**src/logic/decode_pkg.sv**
```systemverilog
package decode_pkg;

    // one-hot ALU operation vector
    localparam int alu_width = 16;
    localparam int alu_add  = 0;
    localparam int alu_sub  = 1;
    localparam int alu_slt  = 2;
    localparam int alu_sltu = 3;
    localparam int alu_xor  = 4;
    localparam int alu_or   = 5;
    localparam int alu_and  = 6;
    localparam int alu_sll  = 7;
    localparam int alu_srl  = 8;
    localparam int alu_sra  = 9;
    localparam int alu_eq   = 10;
    localparam int alu_neq  = 11;
    localparam int alu_lt   = 12;
    localparam int alu_ltu  = 13;
    localparam int alu_ge   = 14;
    localparam int alu_geu  = 15;

    // one-hot opcode class vector
    localparam int op_class_width = 11;
    localparam int cls_rtype  = 0;
    localparam int cls_itype  = 1;
    localparam int cls_load   = 2;
    localparam int cls_store  = 3;
    localparam int cls_branch = 4;
    localparam int cls_jal    = 5;
    localparam int cls_jalr   = 6;
    localparam int cls_lui    = 7;
    localparam int cls_auipc  = 8;
    localparam int cls_system = 9;
    localparam int cls_fence  = 10;

    localparam int exc_width   = 4;
    localparam int exc_illegal = 0;
    localparam int exc_ecall   = 1;
    localparam int exc_ebreak  = 2;
    localparam int exc_mret    = 3;

endpackage

```
**src/logic/rv_isa_pkg.sv**
```systemverilog
package rv_isa_pkg;

    localparam int xlen = 32;
    localparam int reg_addr_width = 5;
    localparam int funct3_width = 3;

    localparam logic [6:0] opcode_rtype  = 7'b0110011;
    localparam logic [6:0] opcode_itype  = 7'b0010011;
    localparam logic [6:0] opcode_load   = 7'b0000011;
    localparam logic [6:0] opcode_store  = 7'b0100011;
    localparam logic [6:0] opcode_branch = 7'b1100011;
    localparam logic [6:0] opcode_jal    = 7'b1101111;
    localparam logic [6:0] opcode_jalr   = 7'b1100111;
    localparam logic [6:0] opcode_lui    = 7'b0110111;
    localparam logic [6:0] opcode_auipc  = 7'b0010111;
    localparam logic [6:0] opcode_system = 7'b1110011;
    localparam logic [6:0] opcode_fence  = 7'b0001111;

    // ALU funct3, shared by R-type and I-type
    localparam logic [2:0] funct3_add  = 3'b000;
    localparam logic [2:0] funct3_sll  = 3'b001;
    localparam logic [2:0] funct3_slt  = 3'b010;
    localparam logic [2:0] funct3_sltu = 3'b011;
    localparam logic [2:0] funct3_xor  = 3'b100;
    localparam logic [2:0] funct3_sr   = 3'b101;
    localparam logic [2:0] funct3_or   = 3'b110;
    localparam logic [2:0] funct3_and  = 3'b111;

    localparam logic [2:0] funct3_lb  = 3'b000;
    localparam logic [2:0] funct3_lh  = 3'b001;
    localparam logic [2:0] funct3_lw  = 3'b010;
    localparam logic [2:0] funct3_lbu = 3'b100;
    localparam logic [2:0] funct3_lhu = 3'b101;

    localparam logic [2:0] funct3_sb = 3'b000;
    localparam logic [2:0] funct3_sh = 3'b001;
    localparam logic [2:0] funct3_sw = 3'b010;

    localparam logic [2:0] funct3_beq  = 3'b000;
    localparam logic [2:0] funct3_bne  = 3'b001;
    localparam logic [2:0] funct3_blt  = 3'b100;
    localparam logic [2:0] funct3_bge  = 3'b101;
    localparam logic [2:0] funct3_bltu = 3'b110;
    localparam logic [2:0] funct3_bgeu = 3'b111;

    localparam logic [6:0] funct7_zero = 7'b0000000;
    localparam logic [6:0] funct7_alt  = 7'b0100000;

    localparam logic [11:0] sys_ecall  = 12'h000;
    localparam logic [11:0] sys_ebreak = 12'h001;
    localparam logic [11:0] sys_mret   = 12'h302;

    typedef struct packed {
        logic [6:0] funct7;
        logic [4:0] rs2;
        logic [4:0] rs1;
        logic [2:0] funct3;
        logic [4:0] rd;
        logic [6:0] opcode;
    } r_fmt_t;

    typedef struct packed {
        logic [11:0] imm;
        logic [4:0]  rs1;
        logic [2:0]  funct3;
        logic [4:0]  rd;
        logic [6:0]  opcode;
    } i_fmt_t;

    typedef struct packed {
        logic [6:0] imm_hi;
        logic [4:0] rs2;
        logic [4:0] rs1;
        logic [2:0] funct3;
        logic [4:0] imm_lo;
        logic [6:0] opcode;
    } s_fmt_t;

    typedef struct packed {
        logic       imm_12;
        logic [5:0] imm_10_5;
        logic [4:0] rs2;
        logic [4:0] rs1;
        logic [2:0] funct3;
        logic [3:0] imm_4_1;
        logic       imm_11;
        logic [6:0] opcode;
    } b_fmt_t;

    typedef struct packed {
        logic [19:0] imm;
        logic [4:0]  rd;
        logic [6:0]  opcode;
    } u_fmt_t;

    typedef struct packed {
        logic       imm_20;
        logic [9:0] imm_10_1;
        logic       imm_11;
        logic [7:0] imm_19_12;
        logic [4:0] rd;
        logic [6:0] opcode;
    } j_fmt_t;

    typedef union packed {
        r_fmt_t r_fmt;
        i_fmt_t i_fmt;
        s_fmt_t s_fmt;
        b_fmt_t b_fmt;
        u_fmt_t u_fmt;
        j_fmt_t j_fmt;
    } instr_word_u;

endpackage
```
**src/logic/decode_if.sv**
```systemverilog
interface decode_if;
    import rv_isa_pkg::*;
    import decode_pkg::*;

    logic [reg_addr_width-1:0] rs1;
    logic [reg_addr_width-1:0] rs2;
    logic [reg_addr_width-1:0] rd;
    logic [funct3_width-1:0]   funct3;
    logic [xlen-1:0]           imm;

    logic [alu_width-1:0]      alu;
    logic [op_class_width-1:0] op_class;
    logic                      illegal;
    logic                      ecall;
    logic                      ebreak;
    logic                      mret;

    modport fields_src (
        output rs1, rs2, rd, funct3, imm
    );

    modport class_src (
        output alu, op_class, illegal, ecall, ebreak, mret
    );

    modport sink (
        input rs1, rs2, rd, funct3, imm,
        input alu, op_class, illegal, ecall, ebreak, mret
    );

endinterface

```
**src/logic/decode_top.sv**
```systemverilog
module decode_top #(
    parameter int pc_width = 32
) (
    input  logic                                    d_clk,
    input  logic                                    d_rst,
    input  logic [rv_isa_pkg::xlen-1:0]             d_i_instr,
    input  logic [pc_width-1:0]                     d_i_pc,
    input  logic                                    d_i_ce,
    input  logic                                    d_i_stall,
    input  logic                                    d_i_flush,
    output logic [pc_width-1:0]                     d_o_pc,
    output logic [rv_isa_pkg::reg_addr_width-1:0]   d_o_addr_rs1,
    output logic [rv_isa_pkg::reg_addr_width-1:0]   d_o_addr_rs2,
    output logic [rv_isa_pkg::reg_addr_width-1:0]   d_o_addr_rd,
    output logic [rv_isa_pkg::funct3_width-1:0]     d_o_funct3,
    output logic [rv_isa_pkg::xlen-1:0]             d_o_imm,
    output logic [decode_pkg::alu_width-1:0]        d_o_alu,
    output logic [decode_pkg::op_class_width-1:0]   d_o_opcode,
    output logic [decode_pkg::exc_width-1:0]        d_o_exception,
    output logic                                    d_o_ce,
    output logic                                    d_o_stall,
    output logic                                    d_o_flush
);

    decode_if dec_bus ();

    field_extract u_field_extract (
        .instr (d_i_instr),
        .dec   (dec_bus.fields_src)
    );

    op_classify u_op_classify (
        .instr (d_i_instr),
        .dec   (dec_bus.class_src)
    );

    decode_pipe_reg #(
        .pc_width (pc_width)
    ) u_decode_pipe_reg (
        .d_clk      (d_clk),
        .d_rst      (d_rst),
        .pc         (d_i_pc),
        .ce         (d_i_ce),
        .stall_in   (d_i_stall),
        .flush_in   (d_i_flush),
        .dec        (dec_bus.sink),
        .pc_q       (d_o_pc),
        .rs1_q      (d_o_addr_rs1),
        .rs2_q      (d_o_addr_rs2),
        .rd_q       (d_o_addr_rd),
        .funct3_q   (d_o_funct3),
        .imm_q      (d_o_imm),
        .alu_q      (d_o_alu),
        .op_class_q (d_o_opcode),
        .exc_q      (d_o_exception),
        .ce_q       (d_o_ce),
        .stall_out  (d_o_stall),
        .flush_out  (d_o_flush)
    );

endmodule

```
**src/logic/decode_pipe_reg.sv**
```systemverilog
module decode_pipe_reg #(
    parameter int pc_width = 32
) (
    input  logic                                    d_clk,
    input  logic                                    d_rst,
    input  logic [pc_width-1:0]                     pc,
    input  logic                                    ce,
    input  logic                                    stall_in,
    input  logic                                    flush_in,
    decode_if.sink                                  dec,
    output logic [pc_width-1:0]                     pc_q,
    output logic [rv_isa_pkg::reg_addr_width-1:0]   rs1_q,
    output logic [rv_isa_pkg::reg_addr_width-1:0]   rs2_q,
    output logic [rv_isa_pkg::reg_addr_width-1:0]   rd_q,
    output logic [rv_isa_pkg::funct3_width-1:0]     funct3_q,
    output logic [rv_isa_pkg::xlen-1:0]             imm_q,
    output logic [decode_pkg::alu_width-1:0]        alu_q,
    output logic [decode_pkg::op_class_width-1:0]   op_class_q,
    output logic [decode_pkg::exc_width-1:0]        exc_q,
    output logic                                    ce_q,
    output logic                                    stall_out,
    output logic                                    flush_out
);
    import decode_pkg::*;

    logic stall;
    logic capture;

    // an illegal instruction holds the stage for one cycle, then ce_q drops
    assign stall_out = stall_in || (exc_q[exc_illegal] && ce_q);
    assign flush_out = flush_in || exc_q[exc_ecall];
    assign stall     = stall_in || stall_out;
    assign capture   = ce && !stall;

    always_ff @(posedge d_clk or negedge d_rst) begin
        if (!d_rst) begin
            pc_q       <= '0;
            rs1_q      <= '0;
            rs2_q      <= '0;
            rd_q       <= '0;
            alu_q      <= '0;
            op_class_q <= '0;
            exc_q      <= '0;
            ce_q       <= 1'b0;
        end else begin
            if (capture) begin
                pc_q                <= pc;
                rs1_q               <= dec.rs1;
                rs2_q               <= dec.rs2;
                rd_q                <= dec.rd;
                alu_q               <= dec.alu;
                op_class_q          <= dec.op_class;
                exc_q[exc_illegal]  <= dec.illegal;
                exc_q[exc_ecall]    <= dec.ecall;
                exc_q[exc_ebreak]   <= dec.ebreak;
                exc_q[exc_mret]     <= dec.mret;
            end else begin
                exc_q <= '0;
            end

            if (flush_in && !stall) begin
                ce_q <= 1'b0;
            end else if (!stall) begin
                ce_q <= ce;
            end else if (!stall_in) begin
                // stalled only by our own illegal instruction
                ce_q <= 1'b0;
            end
        end
    end

    always_ff @(posedge d_clk) begin
        if (capture) begin
            funct3_q <= dec.funct3;
            imm_q    <= dec.imm;
        end
    end

endmodule

```
**src/logic/op_classify.sv**
```systemverilog
module op_classify (
    input rv_isa_pkg::instr_word_u instr,
    decode_if.class_src            dec
);
    import rv_isa_pkg::*;
    import decode_pkg::*;

    logic [6:0]  opcode;
    logic [2:0]  funct3;
    logic [6:0]  funct7;
    logic [11:0] sys_imm;

    // ALU bit for a funct3 when funct7 is zero
    function automatic int alu_index(input logic [2:0] f3);
        case (f3)
            funct3_add:  return alu_add;
            funct3_sll:  return alu_sll;
            funct3_slt:  return alu_slt;
            funct3_sltu: return alu_sltu;
            funct3_xor:  return alu_xor;
            funct3_sr:   return alu_srl;
            funct3_or:   return alu_or;
            default:     return alu_and;
        endcase
    endfunction

    assign opcode  = instr.r_fmt.opcode;
    assign funct3  = instr.r_fmt.funct3;
    assign funct7  = instr.r_fmt.funct7;
    assign sys_imm = instr.i_fmt.imm;

    always_comb begin
        dec.op_class = '0;
        dec.alu      = '0;
        dec.illegal  = 1'b0;
        dec.ecall    = 1'b0;
        dec.ebreak   = 1'b0;
        dec.mret     = 1'b0;
        case (opcode)
            opcode_rtype: begin
                dec.op_class[cls_rtype] = 1'b1;
                if (funct7 == funct7_zero) begin
                    dec.alu[alu_index(funct3)] = 1'b1;
                end else if (funct7 == funct7_alt && funct3 == funct3_add) begin
                    dec.alu[alu_sub] = 1'b1;
                end else if (funct7 == funct7_alt && funct3 == funct3_sr) begin
                    dec.alu[alu_sra] = 1'b1;
                end else begin
                    dec.illegal = 1'b1;
                end
            end
            opcode_itype: begin
                dec.op_class[cls_itype] = 1'b1;
                // only shifts carry funct7, and bit 25 must be clear there
                if (funct3 == funct3_sr && funct7 == funct7_alt) begin
                    dec.alu[alu_sra] = 1'b1;
                end else if ((funct3 == funct3_sll || funct3 == funct3_sr) &&
                             funct7 != funct7_zero) begin
                    dec.illegal = 1'b1;
                end else begin
                    dec.alu[alu_index(funct3)] = 1'b1;
                end
            end
            opcode_branch: begin
                dec.op_class[cls_branch] = 1'b1;
                case (funct3)
                    funct3_beq:  dec.alu[alu_eq]  = 1'b1;
                    funct3_bne:  dec.alu[alu_neq] = 1'b1;
                    funct3_blt:  dec.alu[alu_lt]  = 1'b1;
                    funct3_bge:  dec.alu[alu_ge]  = 1'b1;
                    funct3_bltu: dec.alu[alu_ltu] = 1'b1;
                    funct3_bgeu: dec.alu[alu_geu] = 1'b1;
                    default:     dec.illegal      = 1'b1;
                endcase
            end
            opcode_load: begin
                dec.op_class[cls_load] = 1'b1;
                dec.alu[alu_add] = 1'b1;
                dec.illegal = !(funct3 inside {funct3_lb, funct3_lh, funct3_lw,
                                               funct3_lbu, funct3_lhu});
            end
            opcode_store: begin
                dec.op_class[cls_store] = 1'b1;
                dec.alu[alu_add] = 1'b1;
                dec.illegal = !(funct3 inside {funct3_sb, funct3_sh, funct3_sw});
            end
            opcode_fence: begin
                dec.op_class[cls_fence] = 1'b1;
                dec.alu[alu_add] = 1'b1;
                dec.illegal = (funct3 > 3'd1);
            end
            opcode_system: begin
                dec.op_class[cls_system] = 1'b1;
                dec.alu[alu_add] = 1'b1;
                if (funct3 == 3'd0) begin
                    dec.ecall  = (sys_imm == sys_ecall);
                    dec.ebreak = (sys_imm == sys_ebreak);
                    dec.mret   = (sys_imm == sys_mret);
                end
            end
            opcode_jal: begin
                dec.op_class[cls_jal] = 1'b1;
                dec.alu[alu_add] = 1'b1;
            end
            opcode_jalr: begin
                dec.op_class[cls_jalr] = 1'b1;
                dec.alu[alu_add] = 1'b1;
            end
            opcode_lui: begin
                dec.op_class[cls_lui] = 1'b1;
                dec.alu[alu_add] = 1'b1;
            end
            opcode_auipc: begin
                dec.op_class[cls_auipc] = 1'b1;
                dec.alu[alu_add] = 1'b1;
            end
            default: dec.illegal = 1'b1;
        endcase
    end

endmodule

```
**src/logic/field_extract.sv**
```systemverilog
module field_extract (
    input rv_isa_pkg::instr_word_u instr,
    decode_if.fields_src           dec
);
    import rv_isa_pkg::*;

    // unused register addresses and funct3 stay zero for the execute stage
    always_comb begin
        dec.rs1    = '0;
        dec.rs2    = '0;
        dec.rd     = '0;
        dec.funct3 = '0;
        dec.imm    = '0;
        case (instr.r_fmt.opcode)
            opcode_rtype: begin
                dec.rs1    = instr.r_fmt.rs1;
                dec.rs2    = instr.r_fmt.rs2;
                dec.rd     = instr.r_fmt.rd;
                dec.funct3 = instr.r_fmt.funct3;
            end
            opcode_itype, opcode_load, opcode_jalr: begin
                dec.rs1    = instr.i_fmt.rs1;
                dec.rd     = instr.i_fmt.rd;
                dec.funct3 = instr.i_fmt.funct3;
                dec.imm    = {{(xlen-12){instr.i_fmt.imm[11]}}, instr.i_fmt.imm};
            end
            opcode_system, opcode_fence: begin
                dec.rs1    = instr.i_fmt.rs1;
                dec.rd     = instr.i_fmt.rd;
                dec.funct3 = instr.i_fmt.funct3;
                dec.imm    = {{(xlen-12){1'b0}}, instr.i_fmt.imm};
            end
            opcode_store: begin
                dec.rs1    = instr.s_fmt.rs1;
                dec.rs2    = instr.s_fmt.rs2;
                dec.funct3 = instr.s_fmt.funct3;
                dec.imm    = {{(xlen-12){instr.s_fmt.imm_hi[6]}},
                              instr.s_fmt.imm_hi, instr.s_fmt.imm_lo};
            end
            opcode_branch: begin
                dec.rs1    = instr.b_fmt.rs1;
                dec.rs2    = instr.b_fmt.rs2;
                dec.funct3 = instr.b_fmt.funct3;
                dec.imm    = {{(xlen-12){instr.b_fmt.imm_12}}, instr.b_fmt.imm_11,
                              instr.b_fmt.imm_10_5, instr.b_fmt.imm_4_1, 1'b0};
            end
            opcode_jal: begin
                dec.rd  = instr.j_fmt.rd;
                dec.imm = {{(xlen-20){instr.j_fmt.imm_20}}, instr.j_fmt.imm_19_12,
                           instr.j_fmt.imm_11, instr.j_fmt.imm_10_1, 1'b0};
            end
            opcode_lui, opcode_auipc: begin
                dec.rd  = instr.u_fmt.rd;
                dec.imm = {instr.u_fmt.imm, {(xlen-20){1'b0}}};
            end
            default: begin
            end
        endcase
    end

endmodule

```
**config.mk**
```make
export PLATFORM = sky130hd
export DESIGN_NAME = decode_top
export DESIGN_NICKNAME = d
export VERILOG_FILES = /design/src/logic/decode_pkg.sv /design/src/logic/rv_isa_pkg.sv /design/src/logic/decode_if.sv /design/src/logic/decode_top.sv /design/src/logic/decode_pipe_reg.sv /design/src/logic/op_classify.sv /design/src/logic/field_extract.sv
export SDC_FILE = /design/constraint.sdc
export NUM_CORES = 1
export LEC_CHECK = 0
export CAP_MARGIN = 25
export CORE_MARGIN = 4
export CORE_UTILIZATION = 60
export DETAILED_ROUTE_END_ITERATION = 12
export DONT_BUFFER_PORTS = 1
export HOLD_SLACK_MARGIN = 0.15
export PLACE_DENSITY = 0.76
export RECOVER_POWER = 100
export SLEW_MARGIN = 20
export SYNTH_ARGS = -nofsm -noshare
export SYNTH_HDL_FRONTEND = slang
export SYNTH_SLANG_ARGS = --single-unit
```
**constraint.sdc**
```tcl
create_clock -name d_clk -period 5.96 [get_ports d_clk]
set_input_delay 0.894 -clock d_clk [delete_from_list [all_inputs] [get_ports d_clk]]
set_output_delay 0.894 -clock d_clk [all_outputs]
set_load 0.01 [all_outputs]
```
==> flow_metrics.tcl, run 1 <==
set metrics [dict create \
    status "finished clean" \
    critPathLaunchType "flip-flop" \
    die_y_um 98.2 \
    seqCellArea_um2 3030 \
    drive_above_1_share_pct 8.12 \
    cp_cell_sequence "a21oi_1 -> nand2_2 -> buf_4 -> inv_1 -> buf_4 -> nand3_1 -> nor2_1 -> a22o_1" \
    design_area_um2 5530 \
    rows 32 \
    ys_types 54 \
    first_global_vias 3438 \
    endpoint_kind "flip-flop" \
    avgViaCountPerCell 6.07 \
    maxSlewViolCount 0 \
    worst_path_most_repeated_cell "buf_4" \
    ant_nets 0 \
    wl_um 11900 \
    port_buffers 0 \
    fin_worst_skew_ns 0.00538 \
    n_fill_cell 582 \
    place_area_um2 4920 \
    rr_worst_depth 8 \
    grt_max_degree 87 \
    diodes 0 \
    cts_resized 0 \
    grt_use_met1_pct 31.0 \
    async_flop_share_pct 69.3 \
    min_path_type "input port to async pin" \
    finalCriticalPeriod_ns 3.42 \
    grt_pass1_wl_um 18800 \
    ys.flop_type "dfrtp_1" \
    synthesis.area_um2 4880 \
    fin_util_pct 70.8 \
    setup_viol_count_final 0 \
    grt_use_total_pct 25.1 \
    timing.rr.start "u_decode_pipe_reg.exc_q[0]$_DFF_PN0_" \
    syn2layout_area_growth_pct 13.2 \
    power_w 0.00203 \
    maxCapViolations 0 \
    synth_edf_count 35 \
    clk_path_buf_depth 2 \
    powerDensity_nw_per_um2 368 \
    synthTopCellsByArea "dfrtp_1, edfxtp_1, nand2_1" \
    use_met3_pct 12.0 \
    grt_antenna_before_repair 0 \
    cp.required_ns 6.41 \
    fp.dieW_um 98.2 \
    rsz0062_at_grt "no" \
    routabilityCongestion 0.882 \
    fin_crit_sh_pct 57.4 \
    syn-num-nets 529 \
    drt_iter0_markers 307 \
    leakage_nw 2.61 \
    cp_top_family "buffers and inverters" \
    nets 524 \
    hold_viol 0 \
    globalRoute.totalOverflow 0 \
    drtPass1Iterations 5 \
    yosys_warnings 0 \
    cts_tree "yes" \
    h-tree-depth 4 \
    synth_cells 460 \
    postCtsSetupBuffers 0 \
    synth_seq_area_share_pct 62.0 \
    worstMarginPinSlew_ns 0.994 \
    arrival_ns 3.87 \
    busiest_layer "met2" \
    yosysMostFrequentCell "nand2_1" \
    r2r-end "u_decode_pipe_reg.alu_q[13]$_DFFE_PN0P_" \
    holdWs_ns 0.280 \
    criticalPathCategory "flip-flop to flip-flop" \
    drc 0 \
    worst-path-buf-inv 3 \
    ir_worst_vdd_mv 0.213 \
    dpl.hpwl_um 8100 \
    insertion_delay_ns 0.51 \
    critPathMaxStageDelay_ns 0.85 \
    multi_input_area_um2 1690 \
    timing.slew.headroom_pct 33.6 \
    cts_root_buffer "clkbuf_8" \
    finalSetupTns_ns 0 \
    yosysTopAreaCellShare_pct 40.5 \
    fmax_mhz 292 \
    clk_pin_slew_ns 0.06 \
    core_area_um2 7810 \
    die_area_um2 9650 \
    synth_common_cells "nand2_1, dfrtp_1, edfxtp_1" \
    critPathSlowestCell "inv_1" \
    synth_seq_cells 114 \
    syn_avg_cell_area_um2 10.6 \
    yosysTopAreaCell "dfrtp_1" \
    cts.sinks 114 \
    critPathMaxFanout 86 \
    reg2reg_setup_slack_ns 2.54 \
    post_drt_wl_per_cell_um 20.9 \
    initial_core_util_pct 62.6 \
    ios 185 \
    cts_inserted_buffers 17 \
    grtUsageMet2_pct 39.0 \
    vias 3458 \
]
worst max path at each step:
stage	start	to	depth (start not counted)
after floorplan	d_i_stall	u_decode_pipe_reg.funct3_q[0]$_SDFFCE_PP0P_	4
after global placement	d_i_stall	u_decode_pipe_reg.alu_q[15]$_DFFE_PN0P_	8
after detailed placement	d_i_stall	u_decode_pipe_reg.alu_q[13]$_DFFE_PN0P_	8
after CTS	u_decode_pipe_reg.exc_q[0]$_DFF_PN0_	u_decode_pipe_reg.alu_q[13]$_DFFE_PN0P_	8
after global routing	u_decode_pipe_reg.exc_q[0]$_DFF_PN0_	u_decode_pipe_reg.alu_q[13]$_DFFE_PN0P_	8
final	u_decode_pipe_reg.exc_q[0]$_DFF_PN0_	u_decode_pipe_reg.alu_q[13]$_DFFE_PN0P_	8
timing repair:
item | in CTS | in global routing
hold buffers | 1 | 0
endpoints found under the setup margin | 0 | 0
hold endpoints to repair | 79 | 0
report_power, final:
part / internal, W / leakage [nW] / switching, W
Clock: 0.000679 / 0.290 / 0.000356
Sequential: 0.000851 / 1.41 / 0.0000495
Combinational: 0.0000338 / 0.910 / 0.0000643
routing by layer:
layer / vias to the layer above / share of wire, %
met5: - / 0
met2: 181 / 48
met1: 1664 / 39
met4: 0 / 1.5
met3: 16 / 11
li1: 1597 / -
registers in the layout, summed over array words and instances (netlist names):
register / count
u_decode_pipe_reg.exc_q: 4
u_decode_pipe_reg.rs2_q: 5
u_decode_pipe_reg.ce_q: 1
u_decode_pipe_reg.funct3_q: 3
u_decode_pipe_reg.pc_q: 32
u_decode_pipe_reg.alu_q: 16
u_decode_pipe_reg.imm_q: 32
u_decode_pipe_reg.op_class_q: 11
u_decode_pipe_reg.rs1_q: 5
u_decode_pipe_reg.rd_q: 5
cell type report:
| type | count | share of cell area, % |
|---|---|---|
| sequential | 114 | 54.8 |
| multi-input combinational | 310 | 30.5 |
| clock buffer | 19 | 7.62 |
| clock inverter | 13 | 3.33 |
| tap | 102 | 2.31 |
| timing repair buffer | 4 | 0.905 |
| inverter | 8 | 0.543 |
metrics by stage:
stage | instances | setup slack, ns
after floorplan | 460 | 3.15
after global placement | 537 | 2.70
after detailed placement | 537 | 2.58
after CTS | 570 | 2.93
after global routing | 570 | 2.23
final | 570 | 2.54
cells in the final DEF (no fill, tap or decap), drive strengths merged, types with 3 or more instances in the layout:
cell type / netlist / final
nand2: 138 / 138
dfrtp: 79 / 79
edfxtp: 35 / 35
a22o: 23 / 23
a21o: 22 / 22
o21ai: 21 / 21
clkbuf: 20 / 19
nor2: 12 / 12
a21oi: 11 / 11
and2: 10 / 10
inv: 8 / 10
nand3: 7 / 7
nor3: 7 / 7
nand2b: 5 / 5
nor4: 5 / 5
clkinv: 0 / 5
or3: 4 / 4
o31ai: 4 / 4
bufinv: 0 / 4
buf: 8 / 4
nor2b: 3 / 3
or4: 3 / 3
nand3b: 3 / 3
a211oi: 3 / 3
or2: 3 / 3
cells by family (layout without fill, tap and decap cells):
kind of cell	Yosys count	after routing	share of synthesized area, %
xor+xnor	2	2	0.359
buf+inv	36	44	2.92
mux	1	1	0.231
compound gates	98	98	14.5
simple gates	209	209	20.0
flops	114	114	62.0
Power figures use the tool's default switching activity.
==> run 2: changes to the inputs <==
ABC_AREA = 1   (was unset)
clock period = 3.45 ns   (was 5.96 ns; I/O delays follow)
==> run 2 against run 1 <==
- the flow now finishes with violations (capacitance limit, slew limit)
- synthesized cell count rose by 19%
- die area up 1.1%
- cell area rose by 9.3%
- first-iteration DRC count up 1.3%
- critical path depth unchanged
- largest power group unchanged
==> flow_metrics.tcl, run 2 <==
set metrics [dict create \
    power_frac_clock_pct 48.6 \
    initial_core_util_pct 62.7 \
    dpl.hpwl_um 9190 \
    globalRoute.totalOverflow 0 \
    critPathMaxFanout 18 \
    synth_cells 549 \
    wl_met1_um 5480 \
    rows 32 \
    final_cell_mix "nand2_1, dfrtp_1, dlygate4sd3_1, nor2_1, nand3_1" \
    routabilityCongestion 0.881 \
    grt_use_total_pct 30.4 \
    rsz0062_at_grt "no" \
    ios 185 \
    ys.flop_type "dfrtp_1" \
    n_fill_cell 494 \
    wl_um 14300 \
    post_drt_wl_per_cell_um 19.9 \
    maxCapViolations 1 \
    insertion_delay_ns 0.51 \
    arrival_ns 3.08 \
    reg.largest.list "u_decode_pipe_reg.imm_q: 32 flops, u_decode_pipe_reg.pc_q: 32 flops, u_decode_pipe_reg.alu_q: 16 flops" \
    diodes 0 \
    core_area_um2 7890 \
    powerDensity_nw_per_um2 583 \
    status "complete, but fails checks" \
    hold_viol 0 \
    cts.sinks 114 \
    pre_cts_ws_ns 1.27 \
    finalSetupTns_ns 0 \
    nets 671 \
    power_frac_seq_pct 44.8 \
    place_area_um2 5030 \
    avgViaCountPerCell 5.78 \
    comb_power_share_pct 6.6 \
    synthTopCellsByArea "dfrtp_1, edfxtp_1, nand2_1" \
    final_common_cell "nand2_1" \
    p_sw_w 0.000886 \
    setup_viol_count_final 0 \
    fin_util_pct 76.6 \
    design_area_um2 6040 \
    syn-num-nets 618 \
    maxSlewViolCount 80 \
    fp.dieW_um 98.8 \
    grt_antenna_before_repair 0 \
    clk_path_buf_depth 2 \
    critPathLaunchType "input port" \
    cts_root_buffer "clkbuf_8" \
    vias 4143 \
    yosysTopAreaCellShare_pct 40.0 \
    die_area_um2 9750 \
    fin_worst_skew_ns 0.00894 \
    worstMarginPinSlew_ns 1.94 \
    violations "capacitance limit, slew limit" \
    h-tree-depth 4 \
    swShare_pct 25.2 \
    synthesis.area_um2 4940 \
    wl_met2_um 6940 \
    first_global_vias 4228 \
    ant_nets 0 \
    yosys_warnings 0 \
    endpoint_kind "flip-flop" \
    fmax_mhz 380 \
    synth_seq_area_share_pct 61.3 \
    drt_iter0_markers 311 \
    cts_resized 0 \
    grt_max_degree 95 \
    grt_pass1_wl_um 23000 \
    dr_wl_met3_um 1530 \
    synth_seq_cells 114 \
    drtPass1Iterations 7 \
    cp.required_ns 3.89 \
    timing.slew.headroom_pct -29.2 \
    synth_common_cells "nand2_1, dfrtp_1, nor2_1" \
    ys_types 31 \
    cts_tree "yes" \
    async_flop_share_pct 69.3 \
    cts_inserted_buffers 17 \
    drc 0 \
    synth_edf_count 35 \
    yosysTopAreaCell "dfrtp_1" \
    min_path_type "input port to flip-flop" \
    fin_crit_sh_pct 76.3 \
    ir_worst_vdd_mv 0.405 \
    yosysMostFrequentCell "nand2_1" \
    syn2layout_area_growth_pct 22.3 \
    drive_above_1_share_pct 8.29 \
    highest_layer "met4" \
    port_buffers 0 \
    finalCriticalPeriod_ns 2.63 \
    syn_avg_cell_area_um2 9.00 \
    criticalPathCategory "input port to flip-flop" \
    p_int_w 0.00264 \
    die_y_um 98.8 \
    timing.final.ws_setup_ns 0.818 \
    clk_pin_slew_ns 0.06 \
    leakage_nw 2.94 \
]
[run 2: cell types whose count changed in the layout (fill, tap and decap cells not counted), moves of 10 or more]
cell           before  now
a21o_1             22    0
o21ai_0            21   35
nand3_1             7   40
a22o_1             23    0
and2_0             10    0
dlygate4sd3_1       0   47
nor2_1             12   46
inv_1               8   37
nand2_1           137  222
[run 2: power by group through the flow]
stage               registers, W  logic [W]  clock network, W
finish                   0.00158   0.000231           0.00171
CTS                      0.00158   0.000228           0.00173
global route             0.00159   0.000261           0.00181
floorplan                0.00158   0.000129                 0
global placement         0.00160   0.000155                 0
detailed placement       0.00160   0.000164                 0
[run 2: cells by family after synthesis]
| family | synth area share, % |
|---|---|
| AOI/OAI and AO/OA | 6.28 |
| buffers and inverters | 4.84 |
| DFF | 61.3 |
| and+or+nand+nor | 27.6 |
[run 2: cell type report]
cell class / instances / area (µm²) / share of cell area (%)
clock buffers: 21 / 482 / 7.97
clock inverters: 11 / 111 / 1.84
inverters: 41 / 155 / 2.57
multi-input cells: 376 / 1640 / 27.1
flip-flops and latches: 114 / 3030 / 50.1
well taps: 102 / 128 / 2.11
repair buffers: 52 / 503 / 8.32
[run 2: worst max-delay path: stages]
cell and delay (ns):
nand2_1 0.18, clkinvlp_2 0.20, nand3_1 0.20, a21oi_1 1.10, nor2_1 0.32, o211ai_1 0.36, nand2_1 0.10, nand2_1 0.09
[run 2: worst paths after layout]
| path | startpoint | to | slack, ns | cells past startpoint |
|---|---|---|---|---|
| setup / recovery | d_i_instr[1] | u_decode_pipe_reg.rd_q[3]$_DFFE_PN0P_ | 0.82 | 8 |
| hold / removal | d_i_instr[13] | u_decode_pipe_reg.alu_q[6]$_DFFE_PN0P_ | 0.19 | 2 |
| setup reg to reg | u_decode_pipe_reg.exc_q[0]$_DFF_PN0_ | u_decode_pipe_reg.alu_q[11]$_DFFE_PN0P_ | 1.18 | 5 |
| hold reg to reg | u_decode_pipe_reg.rs1_q[1]$_DFFE_PN0P_ | u_decode_pipe_reg.rs1_q[1]$_DFFE_PN0P_ | 0.55 | 2 |
| max in group asynchronous | d_rst | u_decode_pipe_reg.op_class_q[6]$_DFFE_PN0P_ | 1.19 | 2 |
| min in group asynchronous | d_rst | u_decode_pipe_reg.pc_q[14]$_DFFE_PN0P_ | 1.09 | 2 |
[run 2: metrics by stage]
| step | total power (W) | std cells | hold slack (ns) |
|---|---|---|---|
| 3_5_place_dp | 0.00176 | 637 | 0.223 |
| 2_1_floorplan | 0.00171 | 549 | 0.222 |
| 5_1_grt | 0.00366 | 717 | 0.177 |
| 3_3_place_gp | 0.00176 | 636 | 0.224 |
| 6_report | 0.00352 | 717 | 0.191 |
| 4_1_cts | 0.00353 | 717 | 0.174 |
[run 2: repair_timing]
| item | in CTS | in global routing |
|---|---|---|
| hold buffers | 48 | 0 |
| hold endpoints to repair | 126 | 0 |
| buffers inserted | 0 | 0 |
[run 2: per-layer routing]
layer,track usage [%],vias up
li1,-,1869
met1,38.3,1960
met2,49.1,274
met3,11.9,40
met4,8.93,0
met5,0,-
==> run 3: changes to the inputs <==
ABC_AREA = 0   (was 1)
clock period = 2.5 ns   (was 3.45 ns; I/O delays follow)
==> run 3 against run 2 <==
- the run still ends with capacitance limit, slew limit left
- sequential share of layout area is 1.3 points lower
- worst setup slack worse by 0.75 ns
- cell count shrank 11%
- critical endpoint is now u_decode_pipe_reg.exc_q[1]$_DFF_PN0_
- sequential power grew 36%
- worst hold slack got worse by 0.026 ns
- clock-buffer cell count down 4
- global-route usage is 0.53 points lower
- first-iteration DRC count up 40%
- register-to-register slack worse by 1.1 ns
- die area decreased by 1.1%
- cell area increased by 2.7%
- clock skew shrank 0.0038 ns
==> flow_metrics.tcl, run 3 (synthesized netlist as in run 1, its figures left out) <==
set metrics [dict create \
    fin_util_pct 79.4 \
    grt_max_degree 80 \
    worst-path-buf-inv 2 \
    diodes 0 \
    violations "capacitance limit, slew limit" \
    finalCriticalPeriod_ns 2.43 \
    cts_root_buffer "clkbuf_8" \
    criticalPathCategory "flip-flop to flip-flop" \
    clk_path_buf_depth 2 \
    critPathMaxFanout 3 \
    timing.slew.headroom_pct -15.5 \
    ir_worst_vdd_mv 0.635 \
    h-tree-depth 4 \
    insertion_delay_ns 0.50 \
    die_y_um 98.2 \
    critPathSlowestCell "dlygate4sd3_1" \
    ant_nets 0 \
    globalRoute.totalOverflow 0 \
    grt_use_total_pct 29.9 \
    setup_viol_count_final 0 \
    maxCapViolations 1 \
    avgViaCountPerCell 6.08 \
    status "complete, but fails checks" \
    dpl.hpwl_um 8300 \
    postCtsSetupBuffers 0 \
    powerDensity_nw_per_um2 775 \
    drive_above_1_share_pct 7.98 \
    grt_antenna_before_repair 0 \
    timing.final.ws_setup_ns 0.0690 \
    cp_top_family "simple AND/OR/NAND/NOR gates" \
    routabilityCongestion 0.916 \
    cp.required_ns 2.93 \
    cts_tree "yes" \
    rsz0062_at_grt "no" \
    fin_crit_sh_pct 97.2 \
    first_global_vias 4123 \
    min_path_cells 2 \
    endpoint_kind "flip-flop" \
    drc 0 \
    pre_cts_ws_ns 0.583 \
    p_sw_w 0.00120 \
    critPathLaunchType "flip-flop" \
    nets 595 \
    cts_inserted_buffers 17 \
    power_w 0.00481 \
    core_area_um2 7810 \
    p_int_w 0.00360 \
    ios 185 \
    worstMarginPinSlew_ns 1.73 \
    fin_worst_skew_ns 0.00514 \
    drt_iter0_markers 436 \
    rows 32 \
    vias 3900 \
    multi_input_area_um2 1700 \
    power_frac_clock_pct 47.9 \
    holdWs_ns 0.165 \
    leakage_nw 2.88 \
    cts.sinks 114 \
    min_path_type "input port to flip-flop" \
    port_buffers 0 \
    final_common_cell "nand2_1" \
    reg.largest.list "u_decode_pipe_reg.imm_q: 32 flops, u_decode_pipe_reg.pc_q: 32 flops, u_decode_pipe_reg.alu_q: 16 flops" \
    syn2layout_area_growth_pct 27.0 \
    post_drt_wl_per_cell_um 21.6 \
    finalSetupTns_ns 0 \
    drtPass1Iterations 5 \
    hold_viol 0 \
    maxSlewViolCount 80 \
    arrival_ns 2.87 \
    comb_power_share_pct 7.3 \
    die_area_um2 9650 \
    seqCellArea_um2 3030 \
    cp_cell_sequence "a21oi_2 -> nand2_2 -> inv_2 -> nand2_1 -> or4_1 -> nor4b_1 -> dlygate4sd3_1" \
    n_fill_cell 491 \
    critPathMaxStageDelay_ns 0.60 \
    power_frac_seq_pct 44.8 \
    fp.dieW_um 98.2 \
    cp.depth 7 \
    final_cell_mix "nand2_1, dfrtp_1, dlygate4sd3_1, edfxtp_1, a22o_1" \
    initial_core_util_pct 62.6 \
    wl_um 13900 \
    fmax_mhz 411 \
    clk_pin_slew_ns 0.06 \
    swShare_pct 25.0 \
    rr_worst_depth 7 \
    grt_pass1_wl_um 22500 \
]
-- run 3: cell types whose count changed in the layout (fill, tap and decap cells not counted), moves of 4 or more --
cell and change:
or3_1 +4, dlygate4sd3_1 +23, a21o_1 +22, a21oi_1 +5, nor2_1 -34, and2_0 +9
inv_1 -30, nand3_1 -34, o21ai_0 -14, o31ai_1 -4, nand2b_1 +5, nand2_1 -85
a22o_1 +23
-- run 3: layer usage --
metal	global-route usage, %	wire length, µm	vias up
met1	36.9	5140	1861
met4	13.3	393	0
met3	10.4	1560	31
met5	0	0	-
met2	47.7	6770	268
li1	-	-	1740
-- run 3: power groups by stage --
stage                     combinational, W  sequential, W  clock, W
final                             0.000351        0.00215   0.00230
after detailed placement          0.000216        0.00218         0
after CTS                         0.000349        0.00215   0.00234
after floorplan                   0.000194        0.00216         0
after global placement            0.000206        0.00218         0
after global routing              0.000396        0.00216   0.00243
-- run 3: path summary, 6_finish.rpt --
path | slack, ns | start | to
max | 0.07 | u_decode_pipe_reg.exc_q[0]$_DFF_PN0_ | u_decode_pipe_reg.exc_q[1]$_DFF_PN0_
min | 0.17 | d_i_instr[14] | u_decode_pipe_reg.alu_q[10]$_DFFE_PN0P_
max reg2reg | 0.07 | u_decode_pipe_reg.exc_q[0]$_DFF_PN0_ | u_decode_pipe_reg.exc_q[1]$_DFF_PN0_
min reg2reg | 0.55 | u_decode_pipe_reg.pc_q[1]$_DFFE_PN0P_ | u_decode_pipe_reg.pc_q[1]$_DFFE_PN0P_
max in group asynchronous | 0.56 | d_rst | u_decode_pipe_reg.op_class_q[5]$_DFFE_PN0P_
min in group asynchronous | 0.93 | d_rst | u_decode_pipe_reg.alu_q[15]$_DFFE_PN0P_
-- run 3: timing repair --
| item | in CTS | in global routing |
|---|---|---|
| hold endpoints to repair | 185 | 0 |
| hold buffers | 71 | 0 |
| resized for setup | 0 | 1 |
| endpoints found under the setup margin | 0 | 2 |
-- run 3: area by class of cell --
type / instances / area share, %
clock inverter: 15 / 2.56
multi-input combinational: 310 / 27.4
tap: 102 / 2.06
clock buffer: 17 / 6.68
sequential: 114 / 48.8
timing repair buffer: 75 / 12.0
inverter: 8 / 0.484
-- run 3: metrics by stage --
| step | instance area, µm² | instances |
|---|---|---|
| final | 6200 | 641 |
| after CTS | 6240 | 641 |
| after global placement | 4940 | 538 |
| after global routing | 6200 | 641 |
| after floorplan | 4880 | 460 |
| after detailed placement | 4940 | 538 |
